==> src/design/isu_macros.svh <==
`ifndef ISU_MACROS_SVH
`define ISU_MACROS_SVH

// data and pc width
`define ISU_XLEN 32
`define ISU_REG_ADDR_W 5
// one-hot alu operation
`define ISU_ALU_OP_W 16

// instruction pairs held in the issue queue
`define ISU_IQ_DEPTH 8
// ex2, ex1, mem2, mem1
`define ISU_NUM_BYPASS 4

`endif

==> src/design/isu_pkg.sv <==
`include "isu_macros.svh"

package isu_pkg;

    // one decoded instruction as it leaves the decoder
    typedef struct packed {
        logic [`ISU_ALU_OP_W-1:0] alu_op;
        logic [`ISU_XLEN-1:0] imm;
        logic [`ISU_XLEN-1:0] pc;
        logic [`ISU_REG_ADDR_W-1:0] rs1;
        logic [`ISU_REG_ADDR_W-1:0] rs2;
        logic [`ISU_REG_ADDR_W-1:0] dest;
        logic gr_we;
        logic mem_we;
        logic res_from_mem;
        logic src1_is_pc;
        logic src2_is_imm;
        logic is_branch;
        logic pred_taken;
    } inst_t;

    typedef struct packed {
        inst_t first;
        inst_t second;
    } inst_pair_t;

    typedef struct packed {
        logic valid;
        inst_t inst;
    } slot_req_t;

    typedef struct packed {
        logic we;
        logic [`ISU_REG_ADDR_W-1:0] waddr;
        logic [`ISU_XLEN-1:0] wdata;
    } bypass_t;

    // bit 3 ex2, bit 2 ex1, bit 1 mem2, bit 0 mem1, zero means regfile
    typedef logic [`ISU_NUM_BYPASS-1:0] bypass_src_t;

    typedef struct packed {
        logic valid;
        logic [`ISU_ALU_OP_W-1:0] alu_op;
        logic [`ISU_XLEN-1:0] src1_data;
        logic [`ISU_XLEN-1:0] src2_data;
        bypass_src_t src1_fwd;
        bypass_src_t src2_fwd;
        logic [`ISU_XLEN-1:0] mem_wdata;
        logic [`ISU_XLEN-1:0] pc;
        logic [`ISU_REG_ADDR_W-1:0] dest;
        logic gr_we;
        logic mem_we;
        logic res_from_mem;
        logic is_branch;
        logic pred_taken;
    } issue_t;

endpackage

==> src/design/issue_queue.sv <==
`timescale 1ns/100ps
`include "isu_macros.svh"

module issue_queue (
    input  logic                clk,
    input  logic                rst,
    input  logic                push_i,
    input  isu_pkg::inst_pair_t pair_i,
    input  logic                pop_i,
    output isu_pkg::inst_pair_t head_o,
    output logic                empty_o,
    output logic                almost_full_o
);

    localparam int PTR_W = $clog2(`ISU_IQ_DEPTH);
    localparam int CNT_W = $clog2(`ISU_IQ_DEPTH + 1);

    isu_pkg::inst_pair_t mem_q [`ISU_IQ_DEPTH];
    logic [PTR_W-1:0] wr_ptr_q;
    logic [PTR_W-1:0] rd_ptr_q;
    logic [CNT_W-1:0] count_q;
    logic full;
    logic push_ok;
    logic pop_ok;

    function automatic logic [PTR_W-1:0] next_ptr(input logic [PTR_W-1:0] ptr);
        return (ptr == PTR_W'(`ISU_IQ_DEPTH - 1)) ? '0 : ptr + 1'b1;
    endfunction

    assign full          = (count_q == CNT_W'(`ISU_IQ_DEPTH));
    assign empty_o       = (count_q == '0);
    assign almost_full_o = (count_q >= CNT_W'(`ISU_IQ_DEPTH - 1));
    // a push into a full queue is dropped
    assign push_ok       = push_i && !full;
    assign pop_ok        = pop_i && !empty_o;
    assign head_o        = mem_q[rd_ptr_q];

    always_ff @(posedge clk) begin
        if (push_ok) begin
            mem_q[wr_ptr_q] <= pair_i;
        end
    end

    always_ff @(posedge clk or posedge rst) begin
        if (rst) begin
            wr_ptr_q <= '0;
            rd_ptr_q <= '0;
            count_q  <= '0;
        end else begin
            if (push_ok) begin
                wr_ptr_q <= next_ptr(wr_ptr_q);
            end
            if (pop_ok) begin
                rd_ptr_q <= next_ptr(rd_ptr_q);
            end
            count_q <= count_q + CNT_W'(push_ok) - CNT_W'(pop_ok);
        end
    end

endmodule

==> src/design/dual_issue_ctrl.sv <==
`timescale 1ns/100ps

module dual_issue_ctrl (
    input  logic                clk,
    input  logic                rst,
    input  isu_pkg::inst_pair_t head_i,
    input  logic                empty_i,
    input  logic                stall_i,
    input  logic                fu1_ready_i,
    input  logic                fu2_ready_i,
    input  logic                load_use_i,
    output logic                pop_o,
    output isu_pkg::slot_req_t  slot1_o,
    output isu_pkg::slot_req_t  slot2_o
);

    typedef enum logic {
        FIRST_SLOT,
        SECOND_SLOT
    } state_e;

    state_e state_q;
    state_e state_d;
    isu_pkg::inst_t first;
    isu_pkg::inst_t second;
    logic rs1_dep;
    logic rs2_dep;
    logic raw_dep;
    logic dual_ok;
    logic go_single;
    logic go;

    assign first  = head_i.first;
    assign second = head_i.second;

    // ----------------------------------------------------------------------
    // hazard check on the head pair
    // ----------------------------------------------------------------------
    assign rs1_dep = !second.src1_is_pc && (second.rs1 == first.dest);
    assign rs2_dep = (!second.src2_is_imm || second.mem_we) && (second.rs2 == first.dest);
    assign raw_dep = first.gr_we && (first.dest != '0) && (rs1_dep || rs2_dep);

    assign dual_ok = !raw_dep
        && !first.is_branch && !second.is_branch
        && !first.mem_we && !first.res_from_mem
        && !second.mem_we && !second.res_from_mem;

    // pairing also needs the second unit
    assign go_single = !stall_i && fu1_ready_i && !load_use_i;
    assign go = (state_q == FIRST_SLOT && dual_ok) ? go_single && fu2_ready_i : go_single;

    // ----------------------------------------------------------------------
    // slot selection and queue pop
    // ----------------------------------------------------------------------
    always_comb begin
        state_d       = state_q;
        pop_o         = 1'b0;
        slot1_o.valid = !empty_i;
        slot1_o.inst  = first;
        slot2_o.valid = 1'b0;
        slot2_o.inst  = second;
        case (state_q)
            FIRST_SLOT: begin
                if (dual_ok) begin
                    slot2_o.valid = !empty_i;
                    pop_o         = !empty_i && go;
                end else if (!empty_i && go) begin
                    // predicted-taken branch kills the younger one
                    if (first.is_branch && first.pred_taken) begin
                        pop_o = 1'b1;
                    end else begin
                        state_d = SECOND_SLOT;
                    end
                end
            end
            SECOND_SLOT: begin
                slot1_o.inst = second;
                if (!empty_i && go) begin
                    pop_o   = 1'b1;
                    state_d = FIRST_SLOT;
                end
            end
            default: state_d = FIRST_SLOT;
        endcase
    end

    always_ff @(posedge clk or posedge rst) begin
        if (rst) begin
            state_q <= FIRST_SLOT;
        end else begin
            state_q <= state_d;
        end
    end

endmodule

==> src/design/operand_select.sv <==
`timescale 1ns/100ps
`include "isu_macros.svh"

module operand_select (
    input  isu_pkg::slot_req_t                      slot_i,
    input  isu_pkg::bypass_t [`ISU_NUM_BYPASS-1:0]  bypass_i,
    output logic [`ISU_REG_ADDR_W-1:0]              rf_raddr1_o,
    output logic [`ISU_REG_ADDR_W-1:0]              rf_raddr2_o,
    output logic                                    rf_re1_o,
    output logic                                    rf_re2_o,
    input  logic [`ISU_XLEN-1:0]                    rf_rdata1_i,
    input  logic [`ISU_XLEN-1:0]                    rf_rdata2_i,
    output isu_pkg::issue_t                         issue_o
);

    isu_pkg::inst_t inst;

    // later stages in the loop win, so ex2 beats ex1 beats mem2 beats mem1
    function automatic isu_pkg::bypass_src_t fwd_src(
        input logic [`ISU_REG_ADDR_W-1:0] raddr,
        input isu_pkg::bypass_t [`ISU_NUM_BYPASS-1:0] bypass
    );
        isu_pkg::bypass_src_t src;
        src = '0;
        for (int i = 0; i < `ISU_NUM_BYPASS; i++) begin
            if (raddr != '0 && bypass[i].we && bypass[i].waddr == raddr) begin
                src    = '0;
                src[i] = 1'b1;
            end
        end
        return src;
    endfunction

    assign inst = slot_i.inst;

    // stores read rs2 even with an immediate operand
    assign rf_raddr1_o = (slot_i.valid && !inst.src1_is_pc) ? inst.rs1 : '0;
    assign rf_raddr2_o = (slot_i.valid && (!inst.src2_is_imm || inst.mem_we)) ? inst.rs2 : '0;
    assign rf_re1_o    = (rf_raddr1_o != '0);
    assign rf_re2_o    = (rf_raddr2_o != '0);

    always_comb begin
        issue_o = '0;
        if (slot_i.valid) begin
            issue_o.valid        = 1'b1;
            issue_o.alu_op       = inst.alu_op;
            issue_o.src1_data    = inst.src1_is_pc ? inst.pc : rf_rdata1_i;
            issue_o.src2_data    = inst.src2_is_imm ? inst.imm : rf_rdata2_i;
            issue_o.src1_fwd     = fwd_src(rf_raddr1_o, bypass_i);
            issue_o.src2_fwd     = fwd_src(rf_raddr2_o, bypass_i);
            issue_o.mem_wdata    = rf_rdata2_i;
            issue_o.pc           = inst.pc;
            issue_o.dest         = inst.dest;
            issue_o.gr_we        = inst.gr_we;
            issue_o.mem_we       = inst.mem_we;
            issue_o.res_from_mem = inst.res_from_mem;
            issue_o.is_branch    = inst.is_branch;
            issue_o.pred_taken   = inst.pred_taken;
        end
    end

endmodule

==> src/design/isu_top.sv <==
`timescale 1ns/100ps
`include "isu_macros.svh"

module isu_top (
    input  logic                        clk,
    input  logic                        rst,
    input  logic                        push_i,
    input  logic [`ISU_ALU_OP_W-1:0]    inst1_alu_op_i,
    input  logic [`ISU_XLEN-1:0]        inst1_imm_i,
    input  logic [`ISU_XLEN-1:0]        inst1_pc_i,
    input  logic [`ISU_REG_ADDR_W-1:0]  inst1_rs1_i,
    input  logic [`ISU_REG_ADDR_W-1:0]  inst1_rs2_i,
    input  logic [`ISU_REG_ADDR_W-1:0]  inst1_dest_i,
    input  logic                        inst1_gr_we_i,
    input  logic                        inst1_mem_we_i,
    input  logic                        inst1_res_from_mem_i,
    input  logic                        inst1_src1_is_pc_i,
    input  logic                        inst1_src2_is_imm_i,
    input  logic                        inst1_is_branch_i,
    input  logic                        inst1_pred_taken_i,
    input  logic [`ISU_ALU_OP_W-1:0]    inst2_alu_op_i,
    input  logic [`ISU_XLEN-1:0]        inst2_imm_i,
    input  logic [`ISU_XLEN-1:0]        inst2_pc_i,
    input  logic [`ISU_REG_ADDR_W-1:0]  inst2_rs1_i,
    input  logic [`ISU_REG_ADDR_W-1:0]  inst2_rs2_i,
    input  logic [`ISU_REG_ADDR_W-1:0]  inst2_dest_i,
    input  logic                        inst2_gr_we_i,
    input  logic                        inst2_mem_we_i,
    input  logic                        inst2_res_from_mem_i,
    input  logic                        inst2_src1_is_pc_i,
    input  logic                        inst2_src2_is_imm_i,
    input  logic                        inst2_is_branch_i,
    input  logic                        inst2_pred_taken_i,
    output logic                        iq_almost_full_o,
    input  logic                        stall_i,
    input  logic                        fu1_ready_i,
    input  logic                        fu2_ready_i,
    input  logic                        load_use_i,
    output logic [`ISU_REG_ADDR_W-1:0]  rf_raddr1_o,
    output logic [`ISU_REG_ADDR_W-1:0]  rf_raddr2_o,
    output logic [`ISU_REG_ADDR_W-1:0]  rf_raddr3_o,
    output logic [`ISU_REG_ADDR_W-1:0]  rf_raddr4_o,
    output logic                        rf_re1_o,
    output logic                        rf_re2_o,
    output logic                        rf_re3_o,
    output logic                        rf_re4_o,
    input  logic [`ISU_XLEN-1:0]        rf_rdata1_i,
    input  logic [`ISU_XLEN-1:0]        rf_rdata2_i,
    input  logic [`ISU_XLEN-1:0]        rf_rdata3_i,
    input  logic [`ISU_XLEN-1:0]        rf_rdata4_i,
    input  logic                        ex1_we_i,
    input  logic [`ISU_REG_ADDR_W-1:0]  ex1_waddr_i,
    input  logic [`ISU_XLEN-1:0]        ex1_wdata_i,
    input  logic                        ex2_we_i,
    input  logic [`ISU_REG_ADDR_W-1:0]  ex2_waddr_i,
    input  logic [`ISU_XLEN-1:0]        ex2_wdata_i,
    input  logic                        mem1_we_i,
    input  logic [`ISU_REG_ADDR_W-1:0]  mem1_waddr_i,
    input  logic [`ISU_XLEN-1:0]        mem1_wdata_i,
    input  logic                        mem2_we_i,
    input  logic [`ISU_REG_ADDR_W-1:0]  mem2_waddr_i,
    input  logic [`ISU_XLEN-1:0]        mem2_wdata_i,
    output logic                        pipe1_valid_o,
    output logic [`ISU_ALU_OP_W-1:0]    pipe1_alu_op_o,
    output logic [`ISU_XLEN-1:0]        pipe1_src1_data_o,
    output logic [`ISU_XLEN-1:0]        pipe1_src2_data_o,
    output logic [`ISU_NUM_BYPASS-1:0]  pipe1_src1_fwd_o,
    output logic [`ISU_NUM_BYPASS-1:0]  pipe1_src2_fwd_o,
    output logic [`ISU_XLEN-1:0]        pipe1_mem_wdata_o,
    output logic [`ISU_XLEN-1:0]        pipe1_pc_o,
    output logic [`ISU_REG_ADDR_W-1:0]  pipe1_dest_o,
    output logic                        pipe1_gr_we_o,
    output logic                        pipe1_mem_we_o,
    output logic                        pipe1_res_from_mem_o,
    output logic                        pipe1_is_branch_o,
    output logic                        pipe1_pred_taken_o,
    output logic                        pipe2_valid_o,
    output logic [`ISU_ALU_OP_W-1:0]    pipe2_alu_op_o,
    output logic [`ISU_XLEN-1:0]        pipe2_src1_data_o,
    output logic [`ISU_XLEN-1:0]        pipe2_src2_data_o,
    output logic [`ISU_NUM_BYPASS-1:0]  pipe2_src1_fwd_o,
    output logic [`ISU_NUM_BYPASS-1:0]  pipe2_src2_fwd_o,
    output logic [`ISU_XLEN-1:0]        pipe2_mem_wdata_o,
    output logic [`ISU_XLEN-1:0]        pipe2_pc_o,
    output logic [`ISU_REG_ADDR_W-1:0]  pipe2_dest_o,
    output logic                        pipe2_gr_we_o,
    output logic                        pipe2_mem_we_o,
    output logic                        pipe2_res_from_mem_o,
    output logic                        pipe2_is_branch_o,
    output logic                        pipe2_pred_taken_o
);

    isu_pkg::inst_pair_t pair_in;
    isu_pkg::inst_pair_t head;
    logic empty;
    logic pop;
    isu_pkg::slot_req_t slot1;
    isu_pkg::slot_req_t slot2;
    isu_pkg::bypass_t [`ISU_NUM_BYPASS-1:0] bypass;
    isu_pkg::issue_t issue1;
    isu_pkg::issue_t issue2;

    // ----------------------------------------------------------------------
    // ports packed in struct field order
    // ----------------------------------------------------------------------
    assign pair_in.first = {inst1_alu_op_i, inst1_imm_i, inst1_pc_i, inst1_rs1_i,
        inst1_rs2_i, inst1_dest_i, inst1_gr_we_i, inst1_mem_we_i, inst1_res_from_mem_i,
        inst1_src1_is_pc_i, inst1_src2_is_imm_i, inst1_is_branch_i, inst1_pred_taken_i};
    assign pair_in.second = {inst2_alu_op_i, inst2_imm_i, inst2_pc_i, inst2_rs1_i,
        inst2_rs2_i, inst2_dest_i, inst2_gr_we_i, inst2_mem_we_i, inst2_res_from_mem_i,
        inst2_src1_is_pc_i, inst2_src2_is_imm_i, inst2_is_branch_i, inst2_pred_taken_i};

    // index matches the bit of the one-hot bypass code
    assign bypass[3] = {ex2_we_i, ex2_waddr_i, ex2_wdata_i};
    assign bypass[2] = {ex1_we_i, ex1_waddr_i, ex1_wdata_i};
    assign bypass[1] = {mem2_we_i, mem2_waddr_i, mem2_wdata_i};
    assign bypass[0] = {mem1_we_i, mem1_waddr_i, mem1_wdata_i};

    assign {pipe1_valid_o, pipe1_alu_op_o, pipe1_src1_data_o, pipe1_src2_data_o,
        pipe1_src1_fwd_o, pipe1_src2_fwd_o, pipe1_mem_wdata_o, pipe1_pc_o, pipe1_dest_o,
        pipe1_gr_we_o, pipe1_mem_we_o, pipe1_res_from_mem_o, pipe1_is_branch_o,
        pipe1_pred_taken_o} = issue1;
    assign {pipe2_valid_o, pipe2_alu_op_o, pipe2_src1_data_o, pipe2_src2_data_o,
        pipe2_src1_fwd_o, pipe2_src2_fwd_o, pipe2_mem_wdata_o, pipe2_pc_o, pipe2_dest_o,
        pipe2_gr_we_o, pipe2_mem_we_o, pipe2_res_from_mem_o, pipe2_is_branch_o,
        pipe2_pred_taken_o} = issue2;

    // ----------------------------------------------------------------------
    // blocks
    // ----------------------------------------------------------------------
    issue_queue i_issue_queue (
        .clk           (clk),
        .rst           (rst),
        .push_i        (push_i),
        .pair_i        (pair_in),
        .pop_i         (pop),
        .head_o        (head),
        .empty_o       (empty),
        .almost_full_o (iq_almost_full_o)
    );

    dual_issue_ctrl i_dual_issue_ctrl (
        .clk         (clk),
        .rst         (rst),
        .head_i      (head),
        .empty_i     (empty),
        .stall_i     (stall_i),
        .fu1_ready_i (fu1_ready_i),
        .fu2_ready_i (fu2_ready_i),
        .load_use_i  (load_use_i),
        .pop_o       (pop),
        .slot1_o     (slot1),
        .slot2_o     (slot2)
    );

    // pipe 1 on read ports 1 and 2
    operand_select i_operand_select_p1 (
        .slot_i      (slot1),
        .bypass_i    (bypass),
        .rf_raddr1_o (rf_raddr1_o),
        .rf_raddr2_o (rf_raddr2_o),
        .rf_re1_o    (rf_re1_o),
        .rf_re2_o    (rf_re2_o),
        .rf_rdata1_i (rf_rdata1_i),
        .rf_rdata2_i (rf_rdata2_i),
        .issue_o     (issue1)
    );

    // pipe 2 on read ports 3 and 4
    operand_select i_operand_select_p2 (
        .slot_i      (slot2),
        .bypass_i    (bypass),
        .rf_raddr1_o (rf_raddr3_o),
        .rf_raddr2_o (rf_raddr4_o),
        .rf_re1_o    (rf_re3_o),
        .rf_re2_o    (rf_re4_o),
        .rf_rdata1_i (rf_rdata3_i),
        .rf_rdata2_i (rf_rdata4_i),
        .issue_o     (issue2)
    );

endmodule

==> config.mk <==
export PLATFORM = sky130hd
export DESIGN_NAME = isu_top
export DESIGN_NICKNAME = d
export VERILOG_FILES = /design/src/design/isu_pkg.sv /design/src/design/issue_queue.sv /design/src/design/dual_issue_ctrl.sv /design/src/design/operand_select.sv /design/src/design/isu_top.sv
export VERILOG_INCLUDE_DIRS = /design/src /design/src/design
export SDC_FILE = /design/constraint.sdc
export NUM_CORES = 2
export LEC_CHECK = 0
export BUFFER_PORTS_ARGS = -buffer_cell sky130_fd_sc_hd__buf_2
export CORE_MARGIN = 2
export CORE_UTILIZATION = 58
export CTS_CLUSTER_DIAMETER = 50
export CTS_CLUSTER_SIZE = 12
export DETAILED_ROUTE_END_ITERATION = 8
export PLACE_DENSITY = 0.8
export SLEW_MARGIN = 20
export SYNTH_ARGS = -nofsm -noshare
export SYNTH_HDL_FRONTEND = slang
export SYNTH_SLANG_ARGS = --single-unit
==> constraint.sdc <==
create_clock -name clk -period 19.23 [get_ports clk]
set_input_delay 3.846 -clock clk [delete_from_list [all_inputs] [get_ports clk]]
set_output_delay 3.846 -clock clk [all_outputs]
set_load 0.01 [all_outputs]
* After elaboration in Yosys (flattened, before gate mapping)
Memories as Yosys holds them, arrays and structs flattened. Cells that the tools add are included.
Cells by class: $add $sub $neg 4, order comparisons 1, equality and inequality tests 21, muxes and demuxes 44, bitwise gates (word level) 1, reductions and logical operators 78
Operators with widths (count):
- 2-to-1 mux 163 bit | 2
- 2-to-1 mux 32 bit | 4
- 2-to-1 mux 102 bit | 1
- == test 5 bit | 18
- logical AND 1 bit | 54
- nonzero test 5 bit | 5
- 2-to-1 mux 5 bit | 4
- 2-to-1 mux 3 bit | 6
- 2-to-1 mux 1 bit | 17
- 2-to-1 mux 4 bit | 4
- zero test 1 bit | 15
- 2-to-1 mux 2 bit | 4
- adder 3 x 1 -> 3 bit (second input constant) | 2
- == test 3 bit (second input constant) | 2
- adder 4 x 1 -> 4 bit | 1
- == test 4 bit (second input constant) | 1
- >= comparator 4 x 3 -> 1 bit (second input constant) | 1
- zero test 4 bit | 1
- case mux 1 bit (2 select lines) | 2
- subtractor 4 x 1 -> 4 bit | 1
- logical OR 1 bit | 3
- NOT 1 bit | 1
Storage, ports and cells: register bits after elaboration 11, memory bits (writable) 1632, input bits 491, output and inout bits 351, logic and storage cells 154, memories 1
Memories:
- i_issue_queue.mem_q | depth 8, width 204, rd ports 1, clocked after memory_dff 0, write ports 1, line issue_queue.sv:18 | isu_pkg::inst_pair_t mem_q [`ISU_IQ_DEPTH];

* Logic depth before layout (Yosys ltp)
An unclocked memory read counts as a cell.
depth after elaboration 25, gate-level depth with buffers 19, depth with buffers taken out 14

* Cells and area by module
A second synthesis with hierarchy kept.
Unflattened totals: cell total of the unflattened synthesis 3422, area, all modules 69510.4 µm²
By module, submodules not included:
- issue_queue | times used 1, cells each 2421, area each 61933.1 µm²
- operand_select | times used 2, cells each 377, area each 2678.8 µm²
- dual_issue_ctrl | times used 1, cells each 247, area each 2219.6 µm²

* Worst setup path after synthesis
Ideal clock, no wire load.
path kind input to register, start in push_i, end mem i_issue_queue.mem_q[0][0] (netlist name), enable pin, arrival time 17.893 ns, setup slack 0.319 ns, cell stages on the path 4, path buffers 0, cell sequence nand2_1 > inv_1 > nand2b_1 > nor3_1
On the way: word-level cells in the longest chain between the ends 3
Ends and longest elaborated chain:
- from (decl) | line isu_top.sv:7 | input logic push_i,
- logical AND 1 bit | line issue_queue.sv:34 | assign push_ok = push_i && !full;
- via i_issue_queue.push_ok | line issue_queue.sv:23 | logic push_ok;
- 2-to-1 mux 1 bit | line issue_queue.sv:39 | if (push_ok) begin
- 2-to-1 mux 1 bit (implied by the code) | line issue_queue.sv:40 | mem_q[wr_ptr_q] <= pair_i;
- to (decl) | line issue_queue.sv:18
The timed path passes the listed nets, and every way through them passes these cells.

* Worst setup path after layout
start reg i_issue_queue.rd_ptr_q[0], end out rf_raddr3_o[2]
On the way: word-level cells in the longest chain between the ends 17, elaborated cells between the ends (all ways) 29, those cells by class eq/ne: 2; mux: 3; reduce/logical: 23; memory: 1
Ends and longest elaborated chain:
- from (decl) | line issue_queue.sv:20 | logic [PTR_W-1:0] rd_ptr_q;
- from (signal assigned) | line issue_queue.sv:54 | rd_ptr_q <= next_ptr(rd_ptr_q);
- memory read (8 x 204 bit) (*)
- parallel branches: the longest is 15 deep, another holds == test 5 bit
- 2-to-1 mux 5 bit (*) | line operand_select.sv:37 | assign rf_raddr1_o = (slot_i.valid && !inst.src1_is_pc) ? inst.rs1 : '0;
- to (decl) | line isu_top.sv:41 | output logic [`ISU_REG_ADDR_W-1:0] rf_raddr3_o,
Mark *: on every way between the ends.

==> flow_summary_export.csv <==
group,metric,value,unit
status,outcome,"finished, final reports clean",
clocking,clk_root_buffer_cell,"clkbuf_16",
pwr,leak_pwr,26.1,nW
routing,first_pass_detailed_route_iteration_total,5,
yosys,post_synth_instance_area,67300,sq um
pwr,power_density,159,nW/um^2
placed_design,dpl.cell_count,5516,
critical_path,critical_path.reg2reg.startpoint,"i_issue_queue.rd_ptr_q[0]",
sta,timing.clock.skew,27.1,ps
placed_design,io_buffer_count,710,
pwr,ir_drop,0.166,mV
critical_path,crit_required,15380,ps
yosys,post_synth_inst_count,3443,
routing,totalWireLength,170000,um
clocking,number_of_hold_buffers_added_after_cts,0,
critical_path,cp_max_fo,50,
critical_path,cpPeakStageDelay,1040,ps
yosys,synth_compound_area_frac,0.0320,
yosys,synth_most_common_cell,"edfxtp_1",
clocking,post_cts_resize_count,0,
routing,post-route-drc-count,0,
floorplanning,io_pins,842,
global_route,groute.usage.overall,0.284,
yosys,ys_ff_latch,1643,
critical_path,worst_path_most_repeated_cell,"buf_4",
yosys,ys_async_sr_fraction,0.00670,
yosys,synthXorXnorAreaFrac,0.0109,
clocking,clock-sinks,1643,
sta,unrepaired_setup_endpoints_after_global_routing,"false",
clocking,clock_latency,760,ps
sta,period_share,0.609,
sta,peak_clock_frequency_supported_by_timing,85.4,MHz
yosys,synth.top_cell.area_share,0.728,
floorplanning,chip_height,345,um
job,cap_violations,0,
critical_path,r2r_setup_slk,12790,ps
routing,routed_via_density,6.41,
critical_path,timing_worst_setup_path_type,"reg2out",
global_route,first_pass_grt_wire_length,243000,um
cells_and_area,instances_no_fill,5766,
yosys,synth_fa_ha_area_frac,0.00234,
cells_and_area,finish.net_count,4661,
sta,tns,0,ps
sta,setup_viol_count_final,0,
yosys,netlist_top_cells_count,"edfxtp_1, mux4_2, nor2_1",
critical_path,crit_cells,12,
critical_path,rr_worst_depth,15,
floorplanning,core_area,116000,sq um
yosys,synth.mux.area_fraction,0.165,
sta,maxSlewViolCount,0,
routing,drtIter0Drc,4145,
critical_path,worstPathBufferInverterCount,4,
placed_design,detailed_place_hpwl,102000,um
pwr,post-layout-total-power,0.0122,W
clocking,cts_max_path_buffers,3,
critical_path,worstPathCellList,"buf_4 -> buf_4 -> mux4_2 -> mux2i_1 -> xor2_1 -> nor3_1 -> a22o_1 -> a21o_4 -> clkinv_1 -> nand2b_1 -> nor2_1 -> buf_2",
yosys,synth_top_cell_by_area,"edfxtp_1",
sta,final.setup.worst_slack,7520,ps
yosys,ys_seq_area_frac,0.732,
floorplanning,row_count,125,
routing,count_of_antenna_violating_nets_left_after_detailed_routing,0,
sta,hold_viol,0,
yosys,synth-simple-area-share,0.0393,
worst_hold_path,worst_hold_path.num_cells,2,
floorplanning,floorplan.die.width,345,um
clocking,post_cts_buffers,0,
floorplanning,die-area,119000,sq um
cells_and_area,layout-area-overhead-vs-synth,14.5,%
critical_path,crit_path_end_kind,"primary output",
worst_hold_path,timing.hold.worst.class,"reg2reg",
cells_and_area,final_layout_size_suffix_gt1_frac,0.356,
cells_and_area,fill_cells,7320,
yosys,synth_edf_count,1632,
sta,period_needed,11710,ps
clocking,cts_made_buffers,164,
placed_design,dp_worst_setup_slack,8620,ps
clocking,clock_tree.htree_level_count,4,
critical_path,critPathArrivalTime,7870,ps
clocking,worst_setup_hold_path_clk_slew,60,ps
sta,worst-slew-pin-transition,1130,ps
worst_hold_path,worst_hold_path.endpoint,"i_issue_queue.wr_ptr_q[0]",
critical_path,worst_setup_path_start_kind,"flip-flop",
yosys,avgSynthCellArea,19.6,sq um
yosys,ys_dominant_reg_cell,"edfxtp_1",
yosys,yosys_warnings,0,
sta,timing.max_slew.rel_slack,0.248,
routing,post_drt_wl_per_cell,29.5,um
global_route,overflow,0,
clocking,clock_tree_from_tritoncts,"yes",
yosys,ys_types,69,
floorplanning,start_util,0.582,
routing,routed-via-count,36945,
placed_design,place.gp.congestion,0.920,
critical_path,r2r_end,"i_issue_queue.count_q[2]",
global_route,antenna_found_initial,47,
worst_hold_path,hold_path.startpoint,"i_issue_queue.wr_ptr_q[0]",
critical_path,cpMaxStageDelayCell,"clkinv_1",
yosys,synth.top_cells.by_area,"edfxtp_1, mux4_2, a211oi_1, mux2i_1, nor2_1",
global_route,grt_max_degree,149,
global_route,grt_pass1_vias,35963,
critical_path,worst_path_dominant_cell_family,"buffers and inverters",
cells_and_area,finalCoreUtilization,0.666,
yosys,combinational_family_with_the_most_area_after_synthesis,"multiplexers",
[routing by layer]
layer | track usage | vias up | share of wire
li1 | - | 15396 | -
met1 | 0.405 | 19071 | 0.38
met2 | 0.436 | 2103 | 0.48
met3 | 0.0761 | 339 | 0.11
met4 | 0.0902 | 36 | 0.029
met5 | 0 | - | 0.0015
[cells in the final DEF (no fill, tap or decap), types with 52 or more instances in the layout]
| master | n |
|---|---|
| nor2_1 | 214 |
| clkbuf_16 | 170 |
| edfxtp_1 | 1632 |
| buf_4 | 54 |
| a21oi_1 | 71 |
| a211oi_1 | 172 |
| and2_1 | 67 |
| nor2b_1 | 63 |
| buf_2 | 710 |
| mux4_2 | 412 |
| inv_1 | 52 |
| mux2i_1 | 104 |
| nand2_1 | 57 |
[worst reg2reg max path, delay by kind of cell, from the launching register on]
kind	cells	cell delay [ps]
buffers and inverters	4	1850
muxes	2	1200
DFF	1	970
adders and majority gates	3	910
AOI/OAI and AO/OA	3	890
xor gates and xnor gates	2	320
and+or+nand+nor	1	190
[logic make-up after synthesis]
family                     count (synthesis)
AOI/OAI and AO/OA                        321
and+or+nand+nor                          531
DFF                                     1643
muxes                                    575
other                                      1
adders and majority gates                 12
buffers and inverters                    276
xor gates and xnor gates                  84
[registers in the layout, summed over array words and instances (netlist names)]
signal	count
i_issue_queue.count_q	4
i_issue_queue.rd_ptr_q	3
i_issue_queue.mem_q	1632
i_dual_issue_ctrl.state_q	1
i_issue_queue.wr_ptr_q	3
[cell type report]
| class | count | area, sq um | area share |
|---|---|---|---|
| multi-input cells | 1526 | 16900 | 0.220 |
| inverters | 53 | 199 | 0.00258 |
| clock inverters | 31 | 313 | 0.00406 |
| diodes | 36 | 90.1 | 0.00117 |
| repair buffers | 770 | 4080 | 0.0529 |
| well taps | 1524 | 1910 | 0.0247 |
| clock buffers | 183 | 4300 | 0.0558 |
| flip-flops and latches | 1643 | 49300 | 0.639 |
[power breakdown]
part	total (W)	internal, W	switching (W)
registers	0.00466	0.00447	0.000188
clock network	0.00286	0.00161	0.00125
logic	0.00473	0.00186	0.00287
[how the worst max path moves through the flow]
stage	from	to
3_5_place_dp	i_issue_queue.rd_ptr_q[0]	pipe2_pc_o[30]
2_1_floorplan	push_i	i_issue_queue.mem_q[0][0]
5_1_grt	i_issue_queue.rd_ptr_q[0]	rf_raddr3_o[2]
4_1_cts	i_issue_queue.rd_ptr_q[0]	pipe2_pc_o[30]
6_report	i_issue_queue.rd_ptr_q[0]	rf_raddr3_o[2]
3_3_place_gp	i_issue_queue.rd_ptr_q[0]	pipe2_pc_o[30]
[stage by stage]
step                      hold WS (ps)  area [sq um]
after CTS                          553         77000
after global placement             510         72400
after floorplan                    490         67400
final                              554         77100
after detailed placement           535         72400
after global routing               573         77100
Power figures use the tool's default switching activity.
